`config.mk`:
```
export PLATFORM = sky130hd
export DESIGN_NAME = axi_ahb_bridge
export DESIGN_NICKNAME = d
export VERILOG_FILES = /design/src/hdl/bridge_pkg.sv /design/src/hdl/axi_cmd_front.sv /design/src/hdl/ahb_xfer_fsm.sv /design/src/hdl/axi_resp_gen.sv /design/src/hdl/axi_ahb_bridge.sv
export SDC_FILE = /design/constraint.sdc
export NUM_CORES = 1
export LEC_CHECK = 0
export ABC_AREA = 1
export BUFFER_PORTS_ARGS = -buffer_cell sky130_fd_sc_hd__buf_4
export CAP_MARGIN = 15
export CORE_ASPECT_RATIO = 0.7
export CORE_UTILIZATION = 47
export DETAILED_ROUTE_END_ITERATION = 10
export GPL_TIMING_DRIVEN = 0
export PLACE_DENSITY = 0.84
export SETUP_SLACK_MARGIN = 0.1
export SYNTH_ARGS = -nofsm -noshare
export SYNTH_HDL_FRONTEND = slang
export SYNTH_SLANG_ARGS = --single-unit
```
`constraint.sdc`:
```
create_clock -name bus_clk -period 11.5 [get_ports bus_clk]
set_input_delay 0.575 -clock bus_clk [delete_from_list [all_inputs] [get_ports bus_clk]]
set_output_delay 0.575 -clock bus_clk [all_outputs]
set_load 0.01 [all_outputs]
```
`src/hdl/bridge_pkg.sv`:
```
//****************************************
// AXI to AHB bridge shared definitions
// Bus widths, response and transfer codes,
// FSM states and strobe decode helpers
//****************************************
package bridge_pkg;

   localparam int ADDR_W     = 32;
   localparam int DATA_W     = 64;
   localparam int STRB_W     = 8;
   localparam int BYTE_PTR_W = 3;

   typedef enum logic [1:0] {
      OKAY   = 2'd0,
      SLVERR = 2'd2
   } axi_resp_t;

   typedef enum logic [1:0] {
      HTRANS_IDLE   = 2'd0,
      HTRANS_NONSEQ = 2'd2
   } htrans_t;

   typedef logic [2:0] hsize_t;   // log2 of byte count

   typedef enum logic [2:0] {
      IDLE, CMD_RD, DATA_RD, DONE_RD, CMD_WR, DATA_WR, DONE_WR
   } xfer_state_t;

   localparam logic [3:0] HPROT_DATA = 4'h3;   // Data access, privileged

   // Full, half, quarter or single byte at its natural offset
   function automatic logic strb_aligned(logic [STRB_W-1:0] strb);
      logic ok;
      case (strb)
         8'hff, 8'h0f, 8'hf0,
         8'h03, 8'h0c, 8'h30, 8'hc0,
         8'h01, 8'h02, 8'h04, 8'h08,
         8'h10, 8'h20, 8'h40, 8'h80: ok = 1'b1;
         default:                    ok = 1'b0;
      endcase
      return ok;
   endfunction

   function automatic hsize_t strb_size(logic [STRB_W-1:0] strb);
      hsize_t size;
      case (strb)
         8'hff:                      size = 3'd3;
         8'h0f, 8'hf0:               size = 3'd2;
         8'h03, 8'h0c, 8'h30, 8'hc0: size = 3'd1;
         default:                    size = 3'd0;   // Single byte, also split writes
      endcase
      return size;
   endfunction

   // First set strobe bit at or above ptr, top byte when none is left
   function automatic logic [BYTE_PTR_W-1:0] next_byte_ptr(logic [BYTE_PTR_W-1:0] ptr,
                                                           logic [STRB_W-1:0]     strb);
      logic [BYTE_PTR_W-1:0] res;
      logic                  found;
      res   = BYTE_PTR_W'(STRB_W - 1);
      found = 1'b0;
      for (int i = 0; i < STRB_W; i++) begin
         if (!found && strb[i] && (i >= int'(ptr))) begin
            res   = BYTE_PTR_W'(i);
            found = 1'b1;
         end
      end
      return res;
   endfunction

   // Aligned strobe starts at its lowest set bit
   function automatic logic [BYTE_PTR_W-1:0] strb_offset(logic [STRB_W-1:0] strb);
      return next_byte_ptr('0, strb);
   endfunction

endpackage

```
`src/hdl/axi_cmd_front.sv`:
```
//****************************************
// AXI command front end
// Buffers one write (AW and W in any order)
// and offers writes ahead of reads
//****************************************
`timescale 1ns/1ps

module axi_cmd_front import bridge_pkg::*; #(
   parameter int ID_W = 4
) (
   input  logic              bus_clk,
   input  logic              rst,
   input  logic              aw_valid,
   output logic              aw_ready,
   input  logic [ID_W-1:0]   aw_id,
   input  logic [ADDR_W-1:0] aw_addr,
   input  logic [2:0]        aw_size,
   input  logic              w_valid,
   output logic              w_ready,
   input  logic [DATA_W-1:0] w_data,
   input  logic [STRB_W-1:0] w_strb,
   input  logic              ar_valid,
   output logic              ar_ready,
   input  logic [ID_W-1:0]   ar_id,
   input  logic [ADDR_W-1:0] ar_addr,
   input  logic [2:0]        ar_size,
   output logic              cmd_valid,
   input  logic              cmd_ready,
   output logic              cmd_write,
   output logic [ID_W-1:0]   cmd_id,
   output logic [ADDR_W-1:0] cmd_addr,
   output hsize_t            cmd_size,
   output logic [STRB_W-1:0] cmd_strb,
   output logic [DATA_W-1:0] cmd_wdata
);

   logic              aw_full;
   logic              w_full;
   logic [ID_W-1:0]   aw_id_q;
   logic [ADDR_W-1:0] aw_addr_q;
   logic [2:0]        aw_size_q;
   logic [DATA_W-1:0] w_data_q;
   logic [STRB_W-1:0] w_strb_q;
   logic              wr_full;      // Both halves present
   logic              wr_pending;   // Either half present
   logic              wr_take;

   assign aw_ready   = !aw_full;
   assign w_ready    = !w_full;
   assign wr_full    = aw_full & w_full;
   assign wr_pending = aw_full | w_full;
   assign wr_take    = wr_full & cmd_ready;
   assign ar_ready   = !wr_pending & cmd_ready;   // Reads wait behind any write

   // Command mux, write wins
   assign cmd_valid = wr_full | (ar_valid & !wr_pending);
   assign cmd_write = wr_full;
   assign cmd_id    = wr_full ? aw_id_q : ar_id;
   assign cmd_addr  = wr_full ? aw_addr_q : ar_addr;
   assign cmd_size  = wr_full ? aw_size_q : ar_size;
   assign cmd_strb  = wr_full ? w_strb_q : '0;
   assign cmd_wdata = w_data_q;

   always_ff @(posedge bus_clk) begin
      if (rst) begin
         aw_full <= 1'b0;
         w_full  <= 1'b0;
      end else begin
         if (aw_valid && aw_ready)
            aw_full <= 1'b1;
         else if (wr_take)
            aw_full <= 1'b0;
         if (w_valid && w_ready)
            w_full <= 1'b1;
         else if (wr_take)
            w_full <= 1'b0;
      end
   end

   always_ff @(posedge bus_clk) begin
      if (aw_valid && aw_ready) begin
         aw_id_q   <= aw_id;
         aw_addr_q <= aw_addr;
         aw_size_q <= aw_size;
      end
      if (w_valid && w_ready) begin
         w_data_q <= w_data;
         w_strb_q <= w_strb;
      end
   end

endmodule

```
`src/hdl/ahb_xfer_fsm.sv`:
```
//****************************************
// AHB transfer engine
// Holds one command and runs AHB address
// and data phases, splitting unaligned
// write strobes into byte transfers
//****************************************
`timescale 1ns/1ps

module ahb_xfer_fsm import bridge_pkg::*; #(
   parameter int ID_W = 4
) (
   input  logic              bus_clk,
   input  logic              rst,
   input  logic              cmd_valid,
   output logic              cmd_ready,
   input  logic              cmd_write,
   input  logic [ID_W-1:0]   cmd_id,
   input  logic [ADDR_W-1:0] cmd_addr,
   input  hsize_t            cmd_size,
   input  logic [STRB_W-1:0] cmd_strb,
   input  logic [DATA_W-1:0] cmd_wdata,
   output logic [ADDR_W-1:0] haddr,
   output htrans_t           htrans,
   output hsize_t            hsize,
   output logic              hwrite,
   output logic [DATA_W-1:0] hwdata,
   input  logic [DATA_W-1:0] hrdata,
   input  logic              hready,
   input  logic              hresp,
   output logic              rsp_load,
   output logic              rsp_write,
   output logic [ID_W-1:0]   rsp_id,
   output logic              rsp_error,
   output logic [DATA_W-1:0] rsp_rdata,
   input  logic              rsp_busy
);

   xfer_state_t           state;
   xfer_state_t           state_nxt;

   // Command buffer
   logic [ID_W-1:0]       buf_id;
   logic                  buf_write;
   logic                  buf_split;   // Write goes out byte by byte
   hsize_t                buf_size;
   logic [ADDR_W-1:0]     buf_addr;
   logic [STRB_W-1:0]     buf_strb;
   logic [DATA_W-1:0]     buf_wdata;

   logic [BYTE_PTR_W-1:0] byte_ptr;
   logic [BYTE_PTR_W-1:0] ptr_nxt;
   logic                  cmd_take;
   logic                  last_byte;
   logic                  in_data;

   assign cmd_ready = (state == IDLE);
   assign cmd_take  = cmd_valid & cmd_ready;
   assign in_data   = (state == DATA_RD) || (state == DATA_WR);

   // Next strobe byte above the current one
   assign ptr_nxt   = next_byte_ptr(byte_ptr + 1'b1, buf_strb);
   assign last_byte = !buf_split || (byte_ptr == '1) || !buf_strb[ptr_nxt];

   //****************************************
   // State machine
   //****************************************
   always_comb begin
      state_nxt = state;
      case (state)
         IDLE:    if (cmd_take) state_nxt = cmd_write ? CMD_WR : CMD_RD;
         CMD_RD:  if (hready) state_nxt = DATA_RD;
         CMD_WR:  if (hready) state_nxt = DATA_WR;
         DATA_RD: if (hready) state_nxt = DONE_RD;
         DATA_WR: begin
            if (hready)
               state_nxt = (hresp || last_byte) ? DONE_WR : CMD_WR;   // Stop on first error
         end
         DONE_RD, DONE_WR: if (!rsp_busy) state_nxt = IDLE;
         default: state_nxt = IDLE;
      endcase
   end

   always_ff @(posedge bus_clk) begin
      if (rst) begin
         state    <= IDLE;
         byte_ptr <= '0;
      end else begin
         state <= state_nxt;
         if (cmd_take)
            byte_ptr <= next_byte_ptr('0, cmd_strb);   // Lowest strobe byte
         else if ((state == DATA_WR) && hready && !last_byte)
            byte_ptr <= ptr_nxt;
      end
   end

   // Address low bits and size come from the strobe on writes
   always_ff @(posedge bus_clk) begin
      if (cmd_take) begin
         buf_id    <= cmd_id;
         buf_write <= cmd_write;
         buf_strb  <= cmd_strb;
         buf_wdata <= cmd_wdata;
         buf_split <= cmd_write & !strb_aligned(cmd_strb);
         buf_size  <= cmd_write ? strb_size(cmd_strb) : cmd_size;
         if (cmd_write)
            buf_addr <= {cmd_addr[ADDR_W-1:BYTE_PTR_W], strb_offset(cmd_strb)};
         else
            buf_addr <= cmd_addr;
      end
   end

   //****************************************
   // AHB master outputs
   //****************************************
   assign htrans = ((state == CMD_RD) || (state == CMD_WR)) ? HTRANS_NONSEQ : HTRANS_IDLE;
   assign hwrite = (state == CMD_WR);
   assign hsize  = buf_size;                    // Zero for split bytes
   assign hwdata = buf_wdata;                   // Byte lanes already in place
   assign haddr  = {buf_addr[ADDR_W-1:BYTE_PTR_W],
                    buf_split ? byte_ptr : buf_addr[BYTE_PTR_W-1:0]};

   // Response hand-off on final or failing data phase
   assign rsp_load  = in_data && hready && ((state == DATA_RD) || hresp || last_byte);
   assign rsp_write = buf_write;
   assign rsp_id    = buf_id;
   assign rsp_error = hresp;
   assign rsp_rdata = hrdata;

   a_addr_aligned: assert property (@(posedge bus_clk) disable iff (rst)
      (htrans == HTRANS_NONSEQ) |-> ((haddr & ((ADDR_W'(1) << hsize) - 1'b1)) == '0))
      else $error("AHB address %h not aligned to hsize %0d", haddr, hsize);

endmodule

```
`src/hdl/axi_resp_gen.sv`:
```
//****************************************
// AXI response generator
// One-entry B/R response buffer
//****************************************
`timescale 1ns/1ps

module axi_resp_gen import bridge_pkg::*; #(
   parameter int ID_W = 4
) (
   input  logic              bus_clk,
   input  logic              rst,
   input  logic              rsp_load,
   input  logic              rsp_write,
   input  logic [ID_W-1:0]   rsp_id,
   input  logic              rsp_error,
   input  logic [DATA_W-1:0] rsp_rdata,
   output logic              rsp_busy,
   output logic              b_valid,
   input  logic              b_ready,
   output logic [ID_W-1:0]   b_id,
   output axi_resp_t         b_resp,
   output logic              r_valid,
   input  logic              r_ready,
   output logic [ID_W-1:0]   r_id,
   output logic [DATA_W-1:0] r_data,
   output axi_resp_t         r_resp
);

   logic              rsp_valid;
   logic              rsp_write_q;
   logic              rsp_error_q;
   logic [ID_W-1:0]   rsp_id_q;
   logic [DATA_W-1:0] rsp_rdata_q;
   logic              rsp_done;

   assign rsp_done = (b_valid & b_ready) | (r_valid & r_ready);
   assign rsp_busy = rsp_valid;

   always_ff @(posedge bus_clk) begin
      if (rst)
         rsp_valid <= 1'b0;
      else if (rsp_load)
         rsp_valid <= 1'b1;
      else if (rsp_done)
         rsp_valid <= 1'b0;
   end

   always_ff @(posedge bus_clk) begin
      if (rsp_load) begin
         rsp_write_q <= rsp_write;
         rsp_error_q <= rsp_error;
         rsp_id_q    <= rsp_id;
         rsp_rdata_q <= rsp_error ? '0 : rsp_rdata;   // Error reads return zero
      end
   end

   assign b_valid = rsp_valid & rsp_write_q;
   assign b_id    = rsp_id_q;
   assign b_resp  = rsp_error_q ? SLVERR : OKAY;
   assign r_valid = rsp_valid & !rsp_write_q;
   assign r_id    = rsp_id_q;
   assign r_data  = rsp_rdata_q;
   assign r_resp  = rsp_error_q ? SLVERR : OKAY;

   // Stalled response must hold
   a_b_stable: assert property (@(posedge bus_clk) disable iff (rst)
      (b_valid && !b_ready) |=> (b_valid && $stable(b_id) && $stable(b_resp)))
      else $error("B response changed while stalled");

   a_r_stable: assert property (@(posedge bus_clk) disable iff (rst)
      (r_valid && !r_ready) |=> (r_valid && $stable(r_id) && $stable(r_resp)
                                 && $stable(r_data)))
      else $error("R response changed while stalled");

endmodule

```
`src/hdl/axi_ahb_bridge.sv`:
```
//****************************************
// AXI4 to AHB-Lite bridge top level
// Single-beat AXI slave, AHB-Lite master
//****************************************
`timescale 1ns/1ps

module axi_ahb_bridge import bridge_pkg::*; #(
   parameter int ID_W = 4
) (
   input  logic              bus_clk,
   input  logic              rst,
   // AXI write channels
   input  logic              aw_valid,
   output logic              aw_ready,
   input  logic [ID_W-1:0]   aw_id,
   input  logic [ADDR_W-1:0] aw_addr,
   input  logic [2:0]        aw_size,
   input  logic              w_valid,
   output logic              w_ready,
   input  logic [DATA_W-1:0] w_data,
   input  logic [STRB_W-1:0] w_strb,
   output logic              b_valid,
   input  logic              b_ready,
   output logic [ID_W-1:0]   b_id,
   output axi_resp_t         b_resp,
   // AXI read channels
   input  logic              ar_valid,
   output logic              ar_ready,
   input  logic [ID_W-1:0]   ar_id,
   input  logic [ADDR_W-1:0] ar_addr,
   input  logic [2:0]        ar_size,
   output logic              r_valid,
   input  logic              r_ready,
   output logic [ID_W-1:0]   r_id,
   output logic [DATA_W-1:0] r_data,
   output axi_resp_t         r_resp,
   output logic              r_last,
   // AHB-Lite master
   output logic [ADDR_W-1:0] haddr,
   output htrans_t           htrans,
   output hsize_t            hsize,
   output logic              hwrite,
   output logic [DATA_W-1:0] hwdata,
   output logic [2:0]        hburst,
   output logic [3:0]        hprot,
   output logic              hmastlock,
   input  logic [DATA_W-1:0] hrdata,
   input  logic              hready,
   input  logic              hresp
);

   // Front end to transfer engine
   logic              cmd_valid;
   logic              cmd_ready;
   logic              cmd_write;
   logic [ID_W-1:0]   cmd_id;
   logic [ADDR_W-1:0] cmd_addr;
   hsize_t            cmd_size;
   logic [STRB_W-1:0] cmd_strb;
   logic [DATA_W-1:0] cmd_wdata;

   // Transfer engine to response buffer
   logic              rsp_load;
   logic              rsp_write;
   logic [ID_W-1:0]   rsp_id;
   logic              rsp_error;
   logic [DATA_W-1:0] rsp_rdata;
   logic              rsp_busy;

   assign hburst    = 3'b000;       // Single transfers only
   assign hmastlock = 1'b0;
   assign hprot     = HPROT_DATA;
   assign r_last    = 1'b1;

   axi_cmd_front #(.ID_W(ID_W)) cmd_front_i (
      .bus_clk, .rst,
      .aw_valid, .aw_ready, .aw_id, .aw_addr, .aw_size,
      .w_valid, .w_ready, .w_data, .w_strb,
      .ar_valid, .ar_ready, .ar_id, .ar_addr, .ar_size,
      .cmd_valid, .cmd_ready, .cmd_write, .cmd_id,
      .cmd_addr, .cmd_size, .cmd_strb, .cmd_wdata
   );

   ahb_xfer_fsm #(.ID_W(ID_W)) xfer_fsm_i (
      .bus_clk, .rst,
      .cmd_valid, .cmd_ready, .cmd_write, .cmd_id,
      .cmd_addr, .cmd_size, .cmd_strb, .cmd_wdata,
      .haddr, .htrans, .hsize, .hwrite, .hwdata,
      .hrdata, .hready, .hresp,
      .rsp_load, .rsp_write, .rsp_id, .rsp_error, .rsp_rdata, .rsp_busy
   );

   axi_resp_gen #(.ID_W(ID_W)) resp_gen_i (
      .bus_clk, .rst,
      .rsp_load, .rsp_write, .rsp_id, .rsp_error, .rsp_rdata, .rsp_busy,
      .b_valid, .b_ready, .b_id, .b_resp,
      .r_valid, .r_ready, .r_id, .r_data, .r_resp
   );

endmodule

```
==> impl_metrics.toml <==
[status]
status = "finished, final reports clean"

[critical_path]
cp_max_fo = 37
max_stage_delay_ps = 540
critical_path_class = "reg -> reg"
critPathArrivalTime_ps = 3420
worst_path_most_repeated_cell = "nand2_2"
cpLargestDelayFamily = "buffers and inverters"
crit_chain = "ha_1, ha_1, nor2_1, nand2_2, nand2_2, nor2_8, a21oi_2, nand3_1, nand3_2, nand2_2, nand4_1, nand3_1, inv_2, buf_12"
start_kind = "flop"
worstPathRequired_ps = 11730
r2r_slack_ps = 8300
cp_num_buf_inv = 2
crit_path_end_kind = "flop"
slowest_stage = "inv_2"

[synthesis]
seq_area_frac_synth_pct = 79.18
yosysMostFrequentCell = "edfxtp_1"
syn_area_um2 = 11150
ys_ff_latch = 297
synth_area_leaders = "edfxtp_1, nand2_1, inv_1, nor2_1, buf_4"
syn-instance-count = 798
syn_area_per_cell_um2 = 13.97
synth_ff_type = "edfxtp_1"
synth_area_leader_cell = "edfxtp_1"
synth_cell_types = 38
synth_top_cell_area_share_pct = 77.57
yosysWarningCount = 0
async_flop_share_pct = 0
yosys-top-cells-count = "edfxtp_1, nand2_1, inv_1"
synth_edf_count = 288

[floorplan]
die_w_um = 186.1
row_count = 46
start_util_pct = 48.55
die_area_um2 = 24350
core_um2 = 22960
fp.dieH_um = 130.9
ios = 415

[job]
drv_cap = 0

[grt]
grt_pass1_wl_um = 37300
grt_pass1_vias = 7056
track_usage_pct = 20.60
antenna_found_initial = 0
grt.overflow.total = 0
grt_max_degree = 72

[route]
vias_per_cell = 4.595
drcViolationCount = 0
dr_total_vias = 7218
routed_wl_um = 26390
firstDrtPassIters = 5
wl_per_cell_um = 16.80
drt_iter0_drc = 415
drtAntennaViolNets = 0

[sta]
slew_viol_final = 0
worst_pin_slew_ps = 959.1
finalHoldViolCount = 0
setup_viol = 0
timing.final.crit_share_pct = 27.79
timing.fmax_mhz = 312.9
rsz0062_at_grt = "no"
max_slew_margin_pct = 35.91
fin_skew_ps = 27.48
tns_ps = 0
period_minus_slack_ps = 3195

[clock_tree]
clk_pin_slew_ps = 60
clockRootBuffer = "clkbuf_16"
ctsResizeCount = 0
numCtsBuffers = 29
cts_max_level = 1
cts_sinks = 297
clk-insertion-delay-late_ps = 560
cts_tree = "yes"
cts_hold_buf = 0
clk_path_buf_depth = 3
post_cts_buffers = 0

[place]
placed_area_um2 = 14660
port-buffer-count = 395
hpwl_um = 19390
placed_cells = 1519
place.gp.congestion = 0.8239

[layout]
regArea_um2 = 8828
utilization_pct = 67.72
diodes = 0
syn_to_final_growth_pct = 39.49
multiInputGateArea_um2 = 1523
drive_gt1_share_pct = 40.91
final_cells = 1571
fillers = 1548
nNetsFinal = 1466
stdcell_area_um2 = 15550

[power]
peakVddDrop_v = 0.0001442
p_leak_nw = 6.784
p_per_area_nw_per_um2 = 182.6

[worst_hold_path]
hold_class = "in -> reg"
-- per-layer routing --
metal / track usage, % / vias up / part of all wire [%]
met3: 5.904 / 56 / 8.2
met5: 0 / - / 0
met1: 22.65 / 3353 / 36
met4: 6.943 / 0 / 2.8
li1: - / 3492 / -
met2: 38.32 / 317 / 53
-- worst register-to-register path, cell delays in order (launching register included) --
cell	delay, ps
dfxtp_1	370
ha_1	220
ha_1	350
nor2_1	160
nand2_2	80
nand2_2	110
nor2_8	70
a21oi_2	180
nand3_1	120
nand3_2	90
nand2_2	80
nand4_1	80
nand3_1	80
inv_2	540
buf_12	310
-- final timing paths --
kind | from | depth (start not counted) | to
setup / recovery | xfer_fsm_i.byte_ptr[0] | 14 | resp_gen_i.r_data[17]
hold / removal | aw_addr[19] | 1 | cmd_front_i.aw_addr_q[19]
setup reg to reg | xfer_fsm_i.byte_ptr[0] | 14 | resp_gen_i.r_data[17]
hold reg to reg | cmd_front_i.cmd_wdata[6] | 0 | xfer_fsm_i.hwdata[6]
-- final cells by class --
cell class / count / area share [%]
Buffer: 63 / 2.663
Clock buffer: 34 / 4.787
Clock inverter: 18 / 0.9815
Inverter: 116 / 2.824
Multi-Input combinational cell: 332 / 9.791
Sequential cell: 297 / 56.77
Tap cell: 312 / 2.510
Timing Repair Buffer: 399 / 19.68
-- cell families after synthesis --
family / synth area share, %
DFF: 79.18
other: 0.06736
and+or+nand+nor: 10.73
buffers and inverters: 7.631
xor gates and xnor gates: 0.07857
AOI/OAI and AO/OA: 1.751
adders and majority gates: 0.5611
-- state kept, by name, indices dropped and copies added, names as in the netlist, 3 cells and up --
register / flops
xfer_fsm_i.state: 3
cmd_front_i.aw_addr_q: 29
cmd_front_i.aw_id_q: 4
xfer_fsm_i.buf_strb: 8
resp_gen_i.r_data: 64
cmd_front_i.cmd_wdata: 64
xfer_fsm_i.buf_addr: 32
resp_gen_i.b_id: 4
xfer_fsm_i.hwdata: 64
cmd_front_i.w_strb_q: 8
xfer_fsm_i.rsp_id: 4
xfer_fsm_i.byte_ptr: 3
xfer_fsm_i.hsize: 3
-- placed cells by master (no fill, tap or decap), types with 2 or more instances in the layout --
cell       instances
a21oi_1            9
a21oi_2            2
buf_1              3
buf_12             2
buf_16             2
buf_4            442
bufinv_16          2
clkbuf_1          17
clkbuf_16         29
clkinv_1          10
clkinv_2           6
clkinv_4           2
conb_1            12
dfxtp_1            9
edfxtp_1         288
ha_1               5
inv_1            109
inv_2              3
nand2_1          137
nand2_2            5
nand2_4            2
nand3_1           20
nor2_1            98
nor2_2             8
nor2_4             2
nor3_1             5
o211ai_1           2
o21ai_0            8
o21ai_1            2
o22ai_1            2
-- through the flow --
step	total power, mW	hold WS, ps	worst slack, ps
CTS	2.862	162.0	8319
global route	2.952	164.0	8049
detailed placement	1.961	404.5	8368
finish	2.840	185.9	8305
floorplan	1.688	400.3	7342
global placement	1.945	400.1	5927
-- power by group --
part	switching, mW	total, mW	internal [mW]
logic	0.295	0.535	0.239
registers	0.0442	1.40	1.36
clock network	0.394	0.902	0.508
total	0.733	2.84	2.11
Note: power is estimated with default switching activity, not from simulation.
